$ cat config.mk
export PLATFORM = sky130hd
export DESIGN_NAME = sd_block_bridge
export DESIGN_NICKNAME = d
export VERILOG_FILES = /design/src/sd_bridge_pkg.sv /design/src/blk_ctrl_if.sv /design/src/drive_event_detect.sv /design/src/host_block_counter.sv /design/src/sd_bridge_fsm.sv /design/src/sd_block_bridge.sv
export SDC_FILE = /design/constraint.sdc
export NUM_CORES = 1
export LEC_CHECK = 0
export ABC_AREA = 1
export BUFFER_PORTS_ARGS = -buffer_cell sky130_fd_sc_hd__buf_2
export CORE_MARGIN = 4
export CORE_UTILIZATION = 54
export DETAILED_ROUTE_END_ITERATION = 7
export PLACE_DENSITY = 0.89
export SLEW_MARGIN = 20
export SYNTH_ARGS = -nofsm -noshare
export SYNTH_HDL_FRONTEND = slang
export SYNTH_SLANG_ARGS = --single-unit
$ cat constraint.sdc
create_clock -name clk_sys -period 3.61 [get_ports clk_sys]
set_clock_uncertainty 0.15 [all_clocks]
set_input_delay 0.361 -clock clk_sys [delete_from_list [all_inputs] [get_ports clk_sys]]
set_output_delay 0.361 -clock clk_sys [all_outputs]
set_load 0.03 [all_outputs]
$ cat src/sd_bridge_pkg.sv
////////////////////////////////////////////////////////////////////////////
// Shared widths, types and constants for the SD block bridge
// Every bridge module refers to these by scoped name
////////////////////////////////////////////////////////////////////////////

package sd_bridge_pkg;

    // Field widths
    localparam int lba_w        = 32;
    localparam int drive_cnt_w  = 6;
    localparam int host_blk_w   = 5;
    localparam int host_buff_w  = 9;
    localparam int drive_buff_w = 13;
    localparam int img_size_w   = 32;
    localparam int op_w         = 2;

    // Number of host block index bits that select a 512-byte page in the
    // drive buffer
    localparam int page_idx_w = drive_buff_w - host_buff_w;

    // Bit position of the 256-byte page in the drive buffer address
    localparam int page_shift = 8;

    typedef logic [lba_w-1:0]        lba_t;
    typedef logic [drive_cnt_w-1:0]  drive_blk_cnt_t;
    typedef logic [host_blk_w-1:0]   host_blk_t;
    typedef logic [host_buff_w-1:0]  host_buff_addr_t;
    typedef logic [drive_buff_w-1:0] drive_buff_addr_t;
    typedef logic [img_size_w-1:0]   img_size_t;

    // Pending operation with write in bit 1 and read in bit 0
    typedef logic [op_w-1:0] op_t;

    localparam op_t op_none = 2'b00;

    typedef enum logic [2:0] {
        st_idle,
        st_start,
        st_wait_ack,
        st_loop,
        st_next,
        st_done
    } bridge_state_t;

endpackage

$ cat src/blk_ctrl_if.sv
////////////////////////////////////////////////////////////////////////////
// Block bookkeeping link between the transfer FSM and the block counter
// The FSM issues one-cycle strobes and the counter reports the last block
////////////////////////////////////////////////////////////////////////////

`timescale 1ns/1ps

interface blk_ctrl_if;

    // Capture drive address and count at the start of a request
    logic load;
    // One host block has finished
    logic step;
    // Move the host block address to the next block
    logic advance;
    // Abort or reset returns the bookkeeping to zero
    logic clear;
    // Block index has reached the block limit
    logic last;

    modport ctrl (
        output load,
        output step,
        output advance,
        output clear,
        input  last
    );

    modport count (
        input  load,
        input  step,
        input  advance,
        input  clear,
        output last
    );

endinterface

$ cat src/drive_event_detect.sv
////////////////////////////////////////////////////////////////////////////
// Edge detection on the drive requests and the host acknowledge, plus
// the latch that remembers whether a non-empty image is mounted
////////////////////////////////////////////////////////////////////////////

`timescale 1ns/1ps

module drive_event_detect (
    input  logic                    clk_sys,
    input  logic                    initRESET,
    input  logic                    img_mounted,
    input  logic                    drive_rd,
    input  logic                    drive_wr,
    input  logic                    host_ack,
    input  sd_bridge_pkg::img_size_t img_size,
    output logic                    rd_rise,
    output logic                    wr_rise,
    output logic                    ack_fall,
    output logic                    mounted
);

    logic rd_q;
    logic wr_q;
    logic ack_q;
    logic mount_q;

    // Previous-cycle copies of the level inputs
    always_ff @(posedge clk_sys) begin
        if (initRESET) begin
            rd_q    <= 1'b0;
            wr_q    <= 1'b0;
            ack_q   <= 1'b0;
            mount_q <= 1'b0;
        end else begin
            rd_q    <= drive_rd;
            wr_q    <= drive_wr;
            ack_q   <= host_ack;
            mount_q <= img_mounted;
        end
    end

    // The mount strobe tells us a new image arrived, and a zero size
    // means the slot was emptied
    always_ff @(posedge clk_sys) begin
        if (initRESET) begin
            mounted <= 1'b0;
        end else if (img_mounted && !mount_q) begin
            mounted <= |img_size;
        end
    end

    // Pulses fall in the first cycle the new level is seen
    assign rd_rise  = drive_rd & ~rd_q;
    assign wr_rise  = drive_wr & ~wr_q;
    assign ack_fall = ack_q & ~host_ack;

endmodule

$ cat src/host_block_counter.sv
////////////////////////////////////////////////////////////////////////////
// Host block bookkeeping for the bridge. Tracks which 512-byte block of a
// request is in flight, steps the host block address and maps the host
// buffer byte address into the 13-bit drive buffer
////////////////////////////////////////////////////////////////////////////

`timescale 1ns/1ps

module host_block_counter (
    input  logic                             clk_sys,
    blk_ctrl_if.count                        ctl,
    input  sd_bridge_pkg::lba_t              drive_lba,
    input  sd_bridge_pkg::drive_blk_cnt_t    drive_blk_cnt,
    input  sd_bridge_pkg::host_buff_addr_t   host_buff_addr,
    output sd_bridge_pkg::lba_t              host_lba,
    output sd_bridge_pkg::drive_buff_addr_t  drive_buff_addr
);

    sd_bridge_pkg::host_blk_t blk_idx;
    sd_bridge_pkg::host_blk_t blk_limit;

    // Drive address was odd, so its data starts half way into the first
    // host block
    logic lba_odd;

    // Block index and limit of the request in flight
    always_ff @(posedge clk_sys) begin
        if (ctl.clear) begin
            blk_idx   <= '0;
            blk_limit <= '0;
        end else if (ctl.load) begin
            blk_idx   <= '0;
            // Two 256-byte drive blocks make one host block
            blk_limit <= drive_blk_cnt[sd_bridge_pkg::drive_cnt_w-1:1];
        end else if (ctl.step) begin
            blk_idx <= blk_idx + sd_bridge_pkg::host_blk_t'(1);
        end
    end

    // Host block address in 512-byte units
    always_ff @(posedge clk_sys) begin
        if (ctl.load) begin
            host_lba <= {1'b0, drive_lba[sd_bridge_pkg::lba_w-1:1]};
            lba_odd  <= drive_lba[0];
        end else if (ctl.advance) begin
            host_lba <= host_lba + sd_bridge_pkg::lba_t'(1);
        end
    end

    assign ctl.last = (blk_idx == blk_limit);

    // Each host block fills the next 512-byte page of the drive buffer.
    // An odd start address shifts everything back by one 256-byte page
    assign drive_buff_addr = {blk_idx[sd_bridge_pkg::page_idx_w-1:0], host_buff_addr}
        - (sd_bridge_pkg::drive_buff_addr_t'(lba_odd) << sd_bridge_pkg::page_shift);

endmodule

$ cat src/sd_bridge_fsm.sv
////////////////////////////////////////////////////////////////////////////
// Transfer FSM of the SD block bridge. Turns one drive request into a run
// of host block transfers and holds the drive acknowledge across them
////////////////////////////////////////////////////////////////////////////

`timescale 1ns/1ps

module sd_bridge_fsm (
    input  logic      clk_sys,
    input  logic      initRESET,
    input  logic      drive_reset_req,
    input  logic      rd_rise,
    input  logic      wr_rise,
    input  logic      ack_fall,
    input  logic      mounted,
    input  logic      drive_rd,
    input  logic      drive_wr,
    input  logic      host_ack,
    blk_ctrl_if.ctrl  ctl,
    output logic      host_rd,
    output logic      host_wr,
    output logic      drive_ack
);

    sd_bridge_pkg::bridge_state_t state;
    sd_bridge_pkg::op_t           op;

    logic abort;
    logic req_rise;

    // Any of these drops the request in progress
    assign abort    = initRESET | drive_reset_req | ~mounted;
    assign req_rise = rd_rise | wr_rise;

    ////////////////////////////////////////////////////////////////////////////
    // Counter strobes
    ////////////////////////////////////////////////////////////////////////////

    assign ctl.clear   = abort;
    assign ctl.load    = ~abort & (state == sd_bridge_pkg::st_idle) & req_rise;
    assign ctl.step    = ~abort & (state == sd_bridge_pkg::st_wait_ack) & ack_fall;
    assign ctl.advance = ~abort & (state == sd_bridge_pkg::st_next);

    ////////////////////////////////////////////////////////////////////////////
    // State register
    ////////////////////////////////////////////////////////////////////////////

    always_ff @(posedge clk_sys) begin
        if (initRESET) begin
            state     <= sd_bridge_pkg::st_idle;
            op        <= sd_bridge_pkg::op_none;
            drive_ack <= 1'b0;
            host_rd   <= 1'b0;
            host_wr   <= 1'b0;
        end else if (drive_reset_req || !mounted) begin
            // The host side is left to finish whatever it was doing
            state     <= sd_bridge_pkg::st_idle;
            op        <= sd_bridge_pkg::op_none;
            drive_ack <= 1'b0;
        end else begin
            case (state)
                sd_bridge_pkg::st_idle: begin
                    if (req_rise) begin
                        host_rd   <= drive_rd;
                        host_wr   <= drive_wr;
                        op        <= {drive_wr, drive_rd};
                        state     <= sd_bridge_pkg::st_start;
                    end
                end

                // Host may hold off its acknowledge for as long as it likes
                sd_bridge_pkg::st_start: begin
                    if (host_ack) begin
                        drive_ack <= 1'b1;
                        state     <= sd_bridge_pkg::st_wait_ack;
                    end
                end

                sd_bridge_pkg::st_wait_ack: begin
                    if (ack_fall) begin
                        state <= sd_bridge_pkg::st_loop;
                    end
                end

                // Counter has already stepped by the time we get here
                sd_bridge_pkg::st_loop: begin
                    if (ctl.last) begin
                        op    <= sd_bridge_pkg::op_none;
                        state <= sd_bridge_pkg::st_done;
                    end else begin
                        {host_wr, host_rd} <= sd_bridge_pkg::op_none;
                        state              <= sd_bridge_pkg::st_next;
                    end
                end

                // Host address moves on in this cycle, so the request
                // comes back with the new address
                sd_bridge_pkg::st_next: begin
                    {host_wr, host_rd} <= op;
                    state              <= sd_bridge_pkg::st_start;
                end

                sd_bridge_pkg::st_done: begin
                    drive_ack          <= 1'b0;
                    {host_wr, host_rd} <= op;
                    state              <= sd_bridge_pkg::st_idle;
                end

                default: begin
                    state <= sd_bridge_pkg::st_idle;
                end
            endcase
        end
    end

endmodule

$ cat src/sd_block_bridge.sv
////////////////////////////////////////////////////////////////////////////
// Top level of the bridge between the drive's 256-byte block requests and
// the host's 512-byte SD block interface. Plain ports on both sides
////////////////////////////////////////////////////////////////////////////

`timescale 1ns/1ps

module sd_block_bridge (
    input  logic        clk_sys,
    input  logic        initRESET,
    input  logic        drive_reset_req,

    // Image mount from the host
    input  logic        img_mounted,
    input  logic [31:0] img_size,

    // Drive side, 256-byte blocks
    input  logic        drive_rd,
    input  logic        drive_wr,
    input  logic [31:0] drive_lba,
    input  logic [5:0]  drive_blk_cnt,
    output logic        drive_ack,

    // Host side, 512-byte blocks
    output logic        host_rd,
    output logic        host_wr,
    input  logic        host_ack,
    output logic [31:0] host_lba,
    input  logic [8:0]  host_buff_addr,
    output logic [12:0] drive_buff_addr
);

    logic rd_rise;
    logic wr_rise;
    logic ack_fall;
    logic mounted;

    blk_ctrl_if blk_ctl ();

    ////////////////////////////////////////////////////////////////////////////
    // Edges and mount state
    ////////////////////////////////////////////////////////////////////////////

    drive_event_detect drive_event_detect_inst (
        .clk_sys     (clk_sys),
        .initRESET   (initRESET),
        .img_mounted (img_mounted),
        .drive_rd    (drive_rd),
        .drive_wr    (drive_wr),
        .host_ack    (host_ack),
        .img_size    (img_size),
        .rd_rise     (rd_rise),
        .wr_rise     (wr_rise),
        .ack_fall    (ack_fall),
        .mounted     (mounted)
    );

    ////////////////////////////////////////////////////////////////////////////
    // Transfer control and block bookkeeping
    ////////////////////////////////////////////////////////////////////////////

    sd_bridge_fsm sd_bridge_fsm_inst (
        .clk_sys         (clk_sys),
        .initRESET       (initRESET),
        .drive_reset_req (drive_reset_req),
        .rd_rise         (rd_rise),
        .wr_rise         (wr_rise),
        .ack_fall        (ack_fall),
        .mounted         (mounted),
        .drive_rd        (drive_rd),
        .drive_wr        (drive_wr),
        .host_ack        (host_ack),
        .ctl             (blk_ctl.ctrl),
        .host_rd         (host_rd),
        .host_wr         (host_wr),
        .drive_ack       (drive_ack)
    );

    host_block_counter host_block_counter_inst (
        .clk_sys         (clk_sys),
        .ctl             (blk_ctl.count),
        .drive_lba       (drive_lba),
        .drive_blk_cnt   (drive_blk_cnt),
        .host_buff_addr  (host_buff_addr),
        .host_lba        (host_lba),
        .drive_buff_addr (drive_buff_addr)
    );

endmodule

==> results of run 1 <==
[worst reg2reg max path, delay by kind of cell (launching register included)]
kind                   cells  cell delay, ps
flip-flops                 1             400
AND/OR/NAND/NOR            4             960
buffers and inverters      3             570
[per-layer routing]
layer / vias up / track usage / wire (um)
li1: 1851 / - / -
met1: 1648 / 0.263 / 3550
met2: 169 / 0.424 / 4710
met3: 19 / 0.0400 / 731
met4: 0 / 0.0663 / 148
met5: - / 0 / 0
[flip-flops by register name (all words and copies together), names as in the netlist]
signal and cells:
host_block_counter_inst.lba_odd 1, sd_bridge_fsm_inst.host_wr 1, host_block_counter_inst.blk_idx 5, sd_bridge_fsm_inst.state 3, sd_bridge_fsm_inst.op 2, drive_event_detect_inst.mount_q 1
drive_event_detect_inst.mounted 1, host_block_counter_inst.blk_limit 5, host_block_counter_inst.host_lba 32, drive_event_detect_inst.rd_q 1, sd_bridge_fsm_inst.drive_ack 1, sd_bridge_fsm_inst.host_rd 1
drive_event_detect_inst.wr_q 1, drive_event_detect_inst.ack_q 1
[cell families after synthesis]
kind of cell	synth area share
simple gates	0.389
buf+inv	0.0914
flops	0.393
compound gates	0.0645
xor+xnor	0.0454
fa+ha+maj	0.0171
[per-stage QoR]
stage | util | hold WS [ps]
floorplan | - | 282
global placement | 0.657 | 314
detailed placement | 0.657 | 319
CTS | 0.670 | 62.7
global route | 0.670 | 54.5
finish | 0.670 | 66.7
[final cells by class]
class                   count  share of cell area
clock buffers               6              0.0168
clock inverters             2             0.00289
inverters                  54              0.0469
multi-input cells         381               0.437
flip-flops and latches     56               0.333
well taps                  77              0.0223
repair buffers            118               0.141
[layout by cell type, fill, tap and decap left out, types with 2 or more instances in the layout]
| cell type | n |
|---|---|
| dfxtp_1 | 24 |
| nor3_1 | 10 |
| o21ai_2 | 2 |
| nand2_1 | 177 |
| nor4_1 | 4 |
| nand3_1 | 22 |
| o21ai_0 | 22 |
| clkbuf_8 | 5 |
| nand3_2 | 3 |
| nor3_4 | 2 |
| a21oi_1 | 10 |
| xor2_1 | 13 |
| nand2_2 | 2 |
| nor2_4 | 4 |
| inv_1 | 50 |
| nand3b_1 | 9 |
| o21ai_1 | 4 |
| edfxtp_1 | 32 |
| ha_1 | 5 |
| buf_2 | 116 |
| nor2_2 | 4 |
| nand4_1 | 14 |
| xnor2_1 | 6 |
| nor2_1 | 59 |
| inv_2 | 4 |
[report_power, final]
part           internal, W  leakage, nW  total (W)  switching, W
clock network     0.000137       0.0412   0.000349      0.000213
logic            0.0000623         1.45   0.000152     0.0000900
registers         0.000687        0.485   0.000700     0.0000127
total             0.000886         1.98    0.00120      0.000315
[path summary, 6_finish.rpt]
kind,start,end,slack [ps],cells past startpoint
min reg2reg,sd_bridge_fsm_inst.host_wr,sd_bridge_fsm_inst.host_wr,340,2
min,drive_lba[0],host_block_counter_inst.lba_odd,70,1
max reg2reg,drive_event_detect_inst.mounted,host_block_counter_inst.host_lba[1],1250,7
max,drive_event_detect_inst.mounted,host_block_counter_inst.host_lba[1],1250,7
==> impl_metrics.env, run 1 <==
export IMPL_drt_iter0_markers=249
export IMPL_core_rowCount=29
export IMPL_worstPathArrival_ps=2240
export IMPL_ant_nets=0
export IMPL_synth_seq_cells=56
export IMPL_critPathKind="register to register"
export IMPL_port_buffers=116
export IMPL_cp_slowest_cell="nand2_1"
export IMPL_endpoint_kind="register"
export IMPL_numCtsBuffers=5
export IMPL_hold_buffers=0
export IMPL_pre_cts_ws_ps=1110
export IMPL_area_growth_pct=17.9
export IMPL_required_ps=3480
export IMPL_synth_edf_count=32
export IMPL_ios=134
export IMPL_syn_inst=508
export IMPL_finalSetupViolCount=0
export IMPL_final_max_slew_viol_count=0
export IMPL_grt_pass1_wl_um=15700
export IMPL_timing_final_crit_share=0.654
export IMPL_ys_types=35
export IMPL_total_power_w=0.00120
export IMPL_clk_path_buf_depth=2
export IMPL_path_max_fanout=20
export IMPL_power_density_nw_per_um2=278
export IMPL_synthesis_area_um2=3670
export IMPL_worst_setup_path_start_kind="register"
export IMPL_fill_cells=579
export IMPL_dr_pass1_iters=5
export IMPL_synth_fp_nets=599
export IMPL_dieHeight_um=90.4
export IMPL_max_freq_ghz=0.424
export IMPL_grt_use_total=0.227
export IMPL_async_reset_ff_frac=0
export IMPL_outcome="finished, final reports clean"
export IMPL_drv_cap=0
export IMPL_num_vias=3687
export IMPL_fin_crit_ps=2360
export IMPL_grt_pass1_vias=3583
export IMPL_dp_hpwl_um=7320
export IMPL_ff_latch_area_um2=1440
export IMPL_cts_root_buf="clkbuf_8"
export IMPL_rsz0062_at_grt="no"
export IMPL_netlist_area_leader_share=0.262
export IMPL_grt_max_degree=51
export IMPL_antenna_found_initial=0
export IMPL_cts_setup_buffers=0
export IMPL_layout_cells_non_filler=694
export IMPL_hold_path_class="input pin to register"
export IMPL_final_area_um2=4330
export IMPL_yosysWarnings=0
export IMPL_placed_area_um2=4240
export IMPL_final_nets=707
export IMPL_synth_common_cells="177 x nand2_1, 59 x nor2_1, 50 x inv_1"
export IMPL_drt_wl_total_um=9140
export IMPL_routedWlPerCell_um=13.2
export IMPL_synth_most_common_cell="nand2_1"
export IMPL_gp_congestion=0.929
export IMPL_tightest_slew_ps=557
export IMPL_cts_resized=0
export IMPL_multi_input_area_um2=1890
export IMPL_clkSinkCount=56
export IMPL_irDropWorstVdd_mv=0.184
export IMPL_start_util=0.568
export IMPL_vias_per_cell=5.31
export IMPL_dp_cells=686
export IMPL_crit_chain="nand2_1 > nor2_2 > inv_2 > nor2_8 > inv_2 > nand2_1 > buf_12"
export IMPL_setup_slack_ps=1250
export IMPL_synth_top_area_cell="edfxtp_1"
export IMPL_drive_above_1_share=0.243
export IMPL_cp_buffers_inverters=3
export IMPL_coreArea_um2=6460
export IMPL_ys_seq_area_frac=0.393
export IMPL_ys_flop_type="edfxtp_1"
export IMPL_syn_area_per_cell_um2=7.22
export IMPL_fp_dieArea_um2=8180
export IMPL_p_leak_nw=1.98
export IMPL_relSlewSlack=0.628
export IMPL_h_tree_depth=2
export IMPL_overflow=0
export IMPL_die_w_um=90.4
export IMPL_fin_setup_tns_ps=0
export IMPL_path_clk_slew_ps=100
export IMPL_path_delay_family="simple AND/OR/NAND/NOR gates"
export IMPL_finalHoldViolCount=0
export IMPL_synthTopCellsByArea="edfxtp_1 26%, nand2_1 18%, dfxtp_1 13%"
export IMPL_clk_latency_ps=320
export IMPL_cts_tree="built"
export IMPL_crit_path_max_incr_delay_ps=470
export IMPL_drc=0
export IMPL_diodes=0
Power figures use the tool's default switching activity.
==> run 2, diff against run 1 <==
--- a/config.mk
+++ b/config.mk
@@ -8,9 +8,9 @@
 export ABC_AREA = 1
 export BUFFER_PORTS_ARGS = -buffer_cell sky130_fd_sc_hd__buf_2
 export CORE_MARGIN = 4
-export CORE_UTILIZATION = 54
+export CORE_UTILIZATION = 50
 export DETAILED_ROUTE_END_ITERATION = 7
-export PLACE_DENSITY = 0.89
+export PLACE_DENSITY = 0.84
 export SLEW_MARGIN = 20
 export SYNTH_ARGS = -nofsm -noshare
 export SYNTH_HDL_FRONTEND = slang
==> constraint.sdc (replaced) <==
create_clock -name clk_sys -period 2.2 [get_ports clk_sys]
set_clock_uncertainty 0.15 [all_clocks]
set_input_delay 0.22 -clock clk_sys [delete_from_list [all_inputs] [get_ports clk_sys]]
set_output_delay 0.22 -clock clk_sys [all_outputs]
set_load 0.03 [all_outputs]
==> run 2 against run 1 <==
  * Setup slack lost 1100 ps
  * Via count shrank 1.2%
  * Register-to-register slack lost 1000 ps
  * Sequential share of layout area shrank 1.1 points
  * Sequential power grew 64%
  * Clock power grew 93%
  * Combinational power grew 73%
  * Die area grew 7.3%
  * Final area grew 3.4%
  * Final cell count grew 4.0%
==> impl_metrics.env, run 2 (synthesis results as in run 1) <==
export IMPL_outcome="finished, final reports clean"
export IMPL_worstPathArrival_ps=1890
export IMPL_combinationalPowerShare=0.126
export IMPL_final_max_slew_viol_count=0
export IMPL_clk_latency_ps=310
export IMPL_fp_dieArea_um2=8770
export IMPL_setup_slack_ps=188
export IMPL_timing_final_crit_share=0.914
export IMPL_drc=0
export IMPL_clk_path_buf_depth=2
export IMPL_power_internal_w=0.00157
export IMPL_port_buffers=116
export IMPL_dp_cells=707
export IMPL_numCtsBuffers=5
export IMPL_worst_setup_path_start_kind="input pin"
export IMPL_pre_cts_ws_ps=219
export IMPL_cts_tree="built"
export IMPL_path_clk_slew_ps=100
export IMPL_final_nets=716
export IMPL_clockPowerShare=0.323
export IMPL_ant_nets=0
export IMPL_power_density_nw_per_um2=466
export IMPL_crit_path_max_incr_delay_ps=530
export IMPL_gp_congestion=0.973
export IMPL_path_max_fanout=31
export IMPL_finalSetupViolCount=0
export IMPL_required_ps=2080
export IMPL_die_w_um=93.7
export IMPL_reg2reg_to="host_block_counter_inst.host_lba[21]"
export IMPL_drt_wl_total_um=9310
export IMPL_routedWlPerCell_um=12.9
export IMPL_cp_buffers_inverters=4
export IMPL_path_delay_family="buffers and inverters"
export IMPL_critPathKind="input pin to register"
export IMPL_coreArea_um2=6940
export IMPL_holdPathEnd="host_block_counter_inst.blk_limit[0]"
export IMPL_finalHoldViolCount=0
export IMPL_p_leak_nw=2.03
export IMPL_antenna_found_initial=0
export IMPL_core_rowCount=30
export IMPL_switching_share=0.246
export IMPL_drv_cap=0
export IMPL_fin_setup_tns_ps=0
export IMPL_grt_max_degree=49
export IMPL_grt_pass1_vias=3595
export IMPL_start_util=0.528
export IMPL_crit_chain="dlygate4sd3_1 > buf_2 > nand2_1 > o21ai_2 > nand2_4 > nor2_8 > inv_2 > nand2_2 > buf_12"
export IMPL_total_power_w=0.00208
export IMPL_reg_largest_list="host_block_counter_inst.host_lba (32), host_block_counter_inst.blk_idx (5), host_block_counter_inst.blk_limit (5)"
export IMPL_vias_per_cell=5.04
export IMPL_regMostFlops="host_block_counter_inst.host_lba"
export IMPL_diodes=0
export IMPL_tightest_slew_ps=360
export IMPL_reg2reg_depth=8
export IMPL_rsz0062_at_grt="no"
export IMPL_largest_reg_flops=32
export IMPL_endpoint_kind="register"
export IMPL_num_vias=3642
export IMPL_final_cell_mix="176 x nand2_1, 116 x buf_2, 59 x nor2_1, 50 x inv_1, 32 x edfxtp_1"
export IMPL_max_freq_ghz=0.497
export IMPL_cts_setup_buffers=0
export IMPL_hold_start="drive_blk_cnt[1]"
export IMPL_ios=134
export IMPL_relSlewSlack=0.760
export IMPL_layout_cells_non_filler=722
export IMPL_clkSinkCount=56
export IMPL_worstHoldPathCells=2
export IMPL_drive_above_1_share=0.243
export IMPL_overflow=0
export IMPL_dp_hpwl_um=7360
export IMPL_cp_slowest_cell="dlygate4sd3_1"
export IMPL_dieHeight_um=93.7
export IMPL_power_switching_w=0.000512
export IMPL_area_growth_pct=21.9
export IMPL_cts_root_buf="clkbuf_8"
export IMPL_fin_crit_ps=2010
export IMPL_hold_path_class="input pin to register"
export IMPL_irDropWorstVdd_mv=0.271
export IMPL_reg2reg_slack_ps=230
export IMPL_h_tree_depth=2
export IMPL_timing_hold_ws_ps=8.04
export IMPL_r2r_start="sd_bridge_fsm_inst.state[1]"
export IMPL_final_common_cell="nand2_1"
export IMPL_seq_power_share=0.551
export IMPL_grt_pass1_wl_um=15900
export IMPL_drt_iter0_markers=206
export IMPL_dr_pass1_iters=4
export IMPL_grt_use_total=0.222
export IMPL_worst_setup_path_startpoint="drive_rd"
-- run 2: cell types whose count changed in the layout (fill, tap and decap cells not counted), sizes merged --
cell / previous run / this run
buf: 118 / 120
bufinv: 0 / 1
clkbuf: 6 / 5
clkinv: 1 / 2
clkinvlp: 1 / 0
dlygate4sd3: 0 / 7
-- run 2: stage by stage --
| step | cell area [um2] | util |
|---|---|---|
| finish | 4470 | 0.644 |
| global route | 4470 | 0.644 |
| CTS | 4470 | 0.644 |
| detailed placement | 4290 | 0.618 |
| global placement | 4290 | 0.618 |
| floorplan | 3670 | - |
-- run 2: worst register-to-register path: stages, from the launching register on --
cell	delay, ps
dfxtp_1	370
inv_2	140
nand2_1	110
nor2_4	160
nand2_4	110
nor2_8	140
inv_2	170
nand2_2	130
buf_12	200
-- run 2: repair_timing --
item / CTS / global route
hold buffers: 7 / 0
hold endpoints to repair: 7 / 0
gates resized for setup: 0 / 0
-- run 2: worst max-delay path by stage --
stage	slack, ps	end	cells after the start
detailed placement	220	host_block_counter_inst.host_lba[13]	8
finish	190	host_block_counter_inst.host_lba[21]	9
floorplan	200	host_block_counter_inst.host_lba[0]	9
global placement	280	host_block_counter_inst.host_lba[15]	8
CTS	200	host_block_counter_inst.host_lba[19]	9
global route	40	host_block_counter_inst.host_lba[26]	10
-- run 2: final cells by class --
type | instances | area, um2
clock inverters | 3 | 37.5
well taps | 96 | 120
repair buffers | 127 | 706
inverters | 54 | 203
clock buffers | 5 | 68.8
multi-input cells | 381 | 1890
flip-flops and latches | 56 | 1440
fillers | 654 | 2470
-- run 2: routing by layer --
| layer | part of all wire | wire, um | global-route usage |
|---|---|---|---|
| met1 | 0.40 | 3710 | 0.261 |
| met2 | 0.50 | 4650 | 0.400 |
| met3 | 0.078 | 726 | 0.0457 |
| met4 | 0.024 | 223 | 0.0794 |
| met5 | 0 | 0 | 0 |
-- run 2: power groups by stage --
stage	Combinational, W	Clock (W)	Sequential, W
floorplan	0.000145	0	0.00119
global placement	0.000246	0	0.00117
detailed placement	0.000253	0	0.00117
CTS	0.000263	0.000689	0.00115
global route	0.000295	0.000732	0.00115
finish	0.000263	0.000673	0.00115
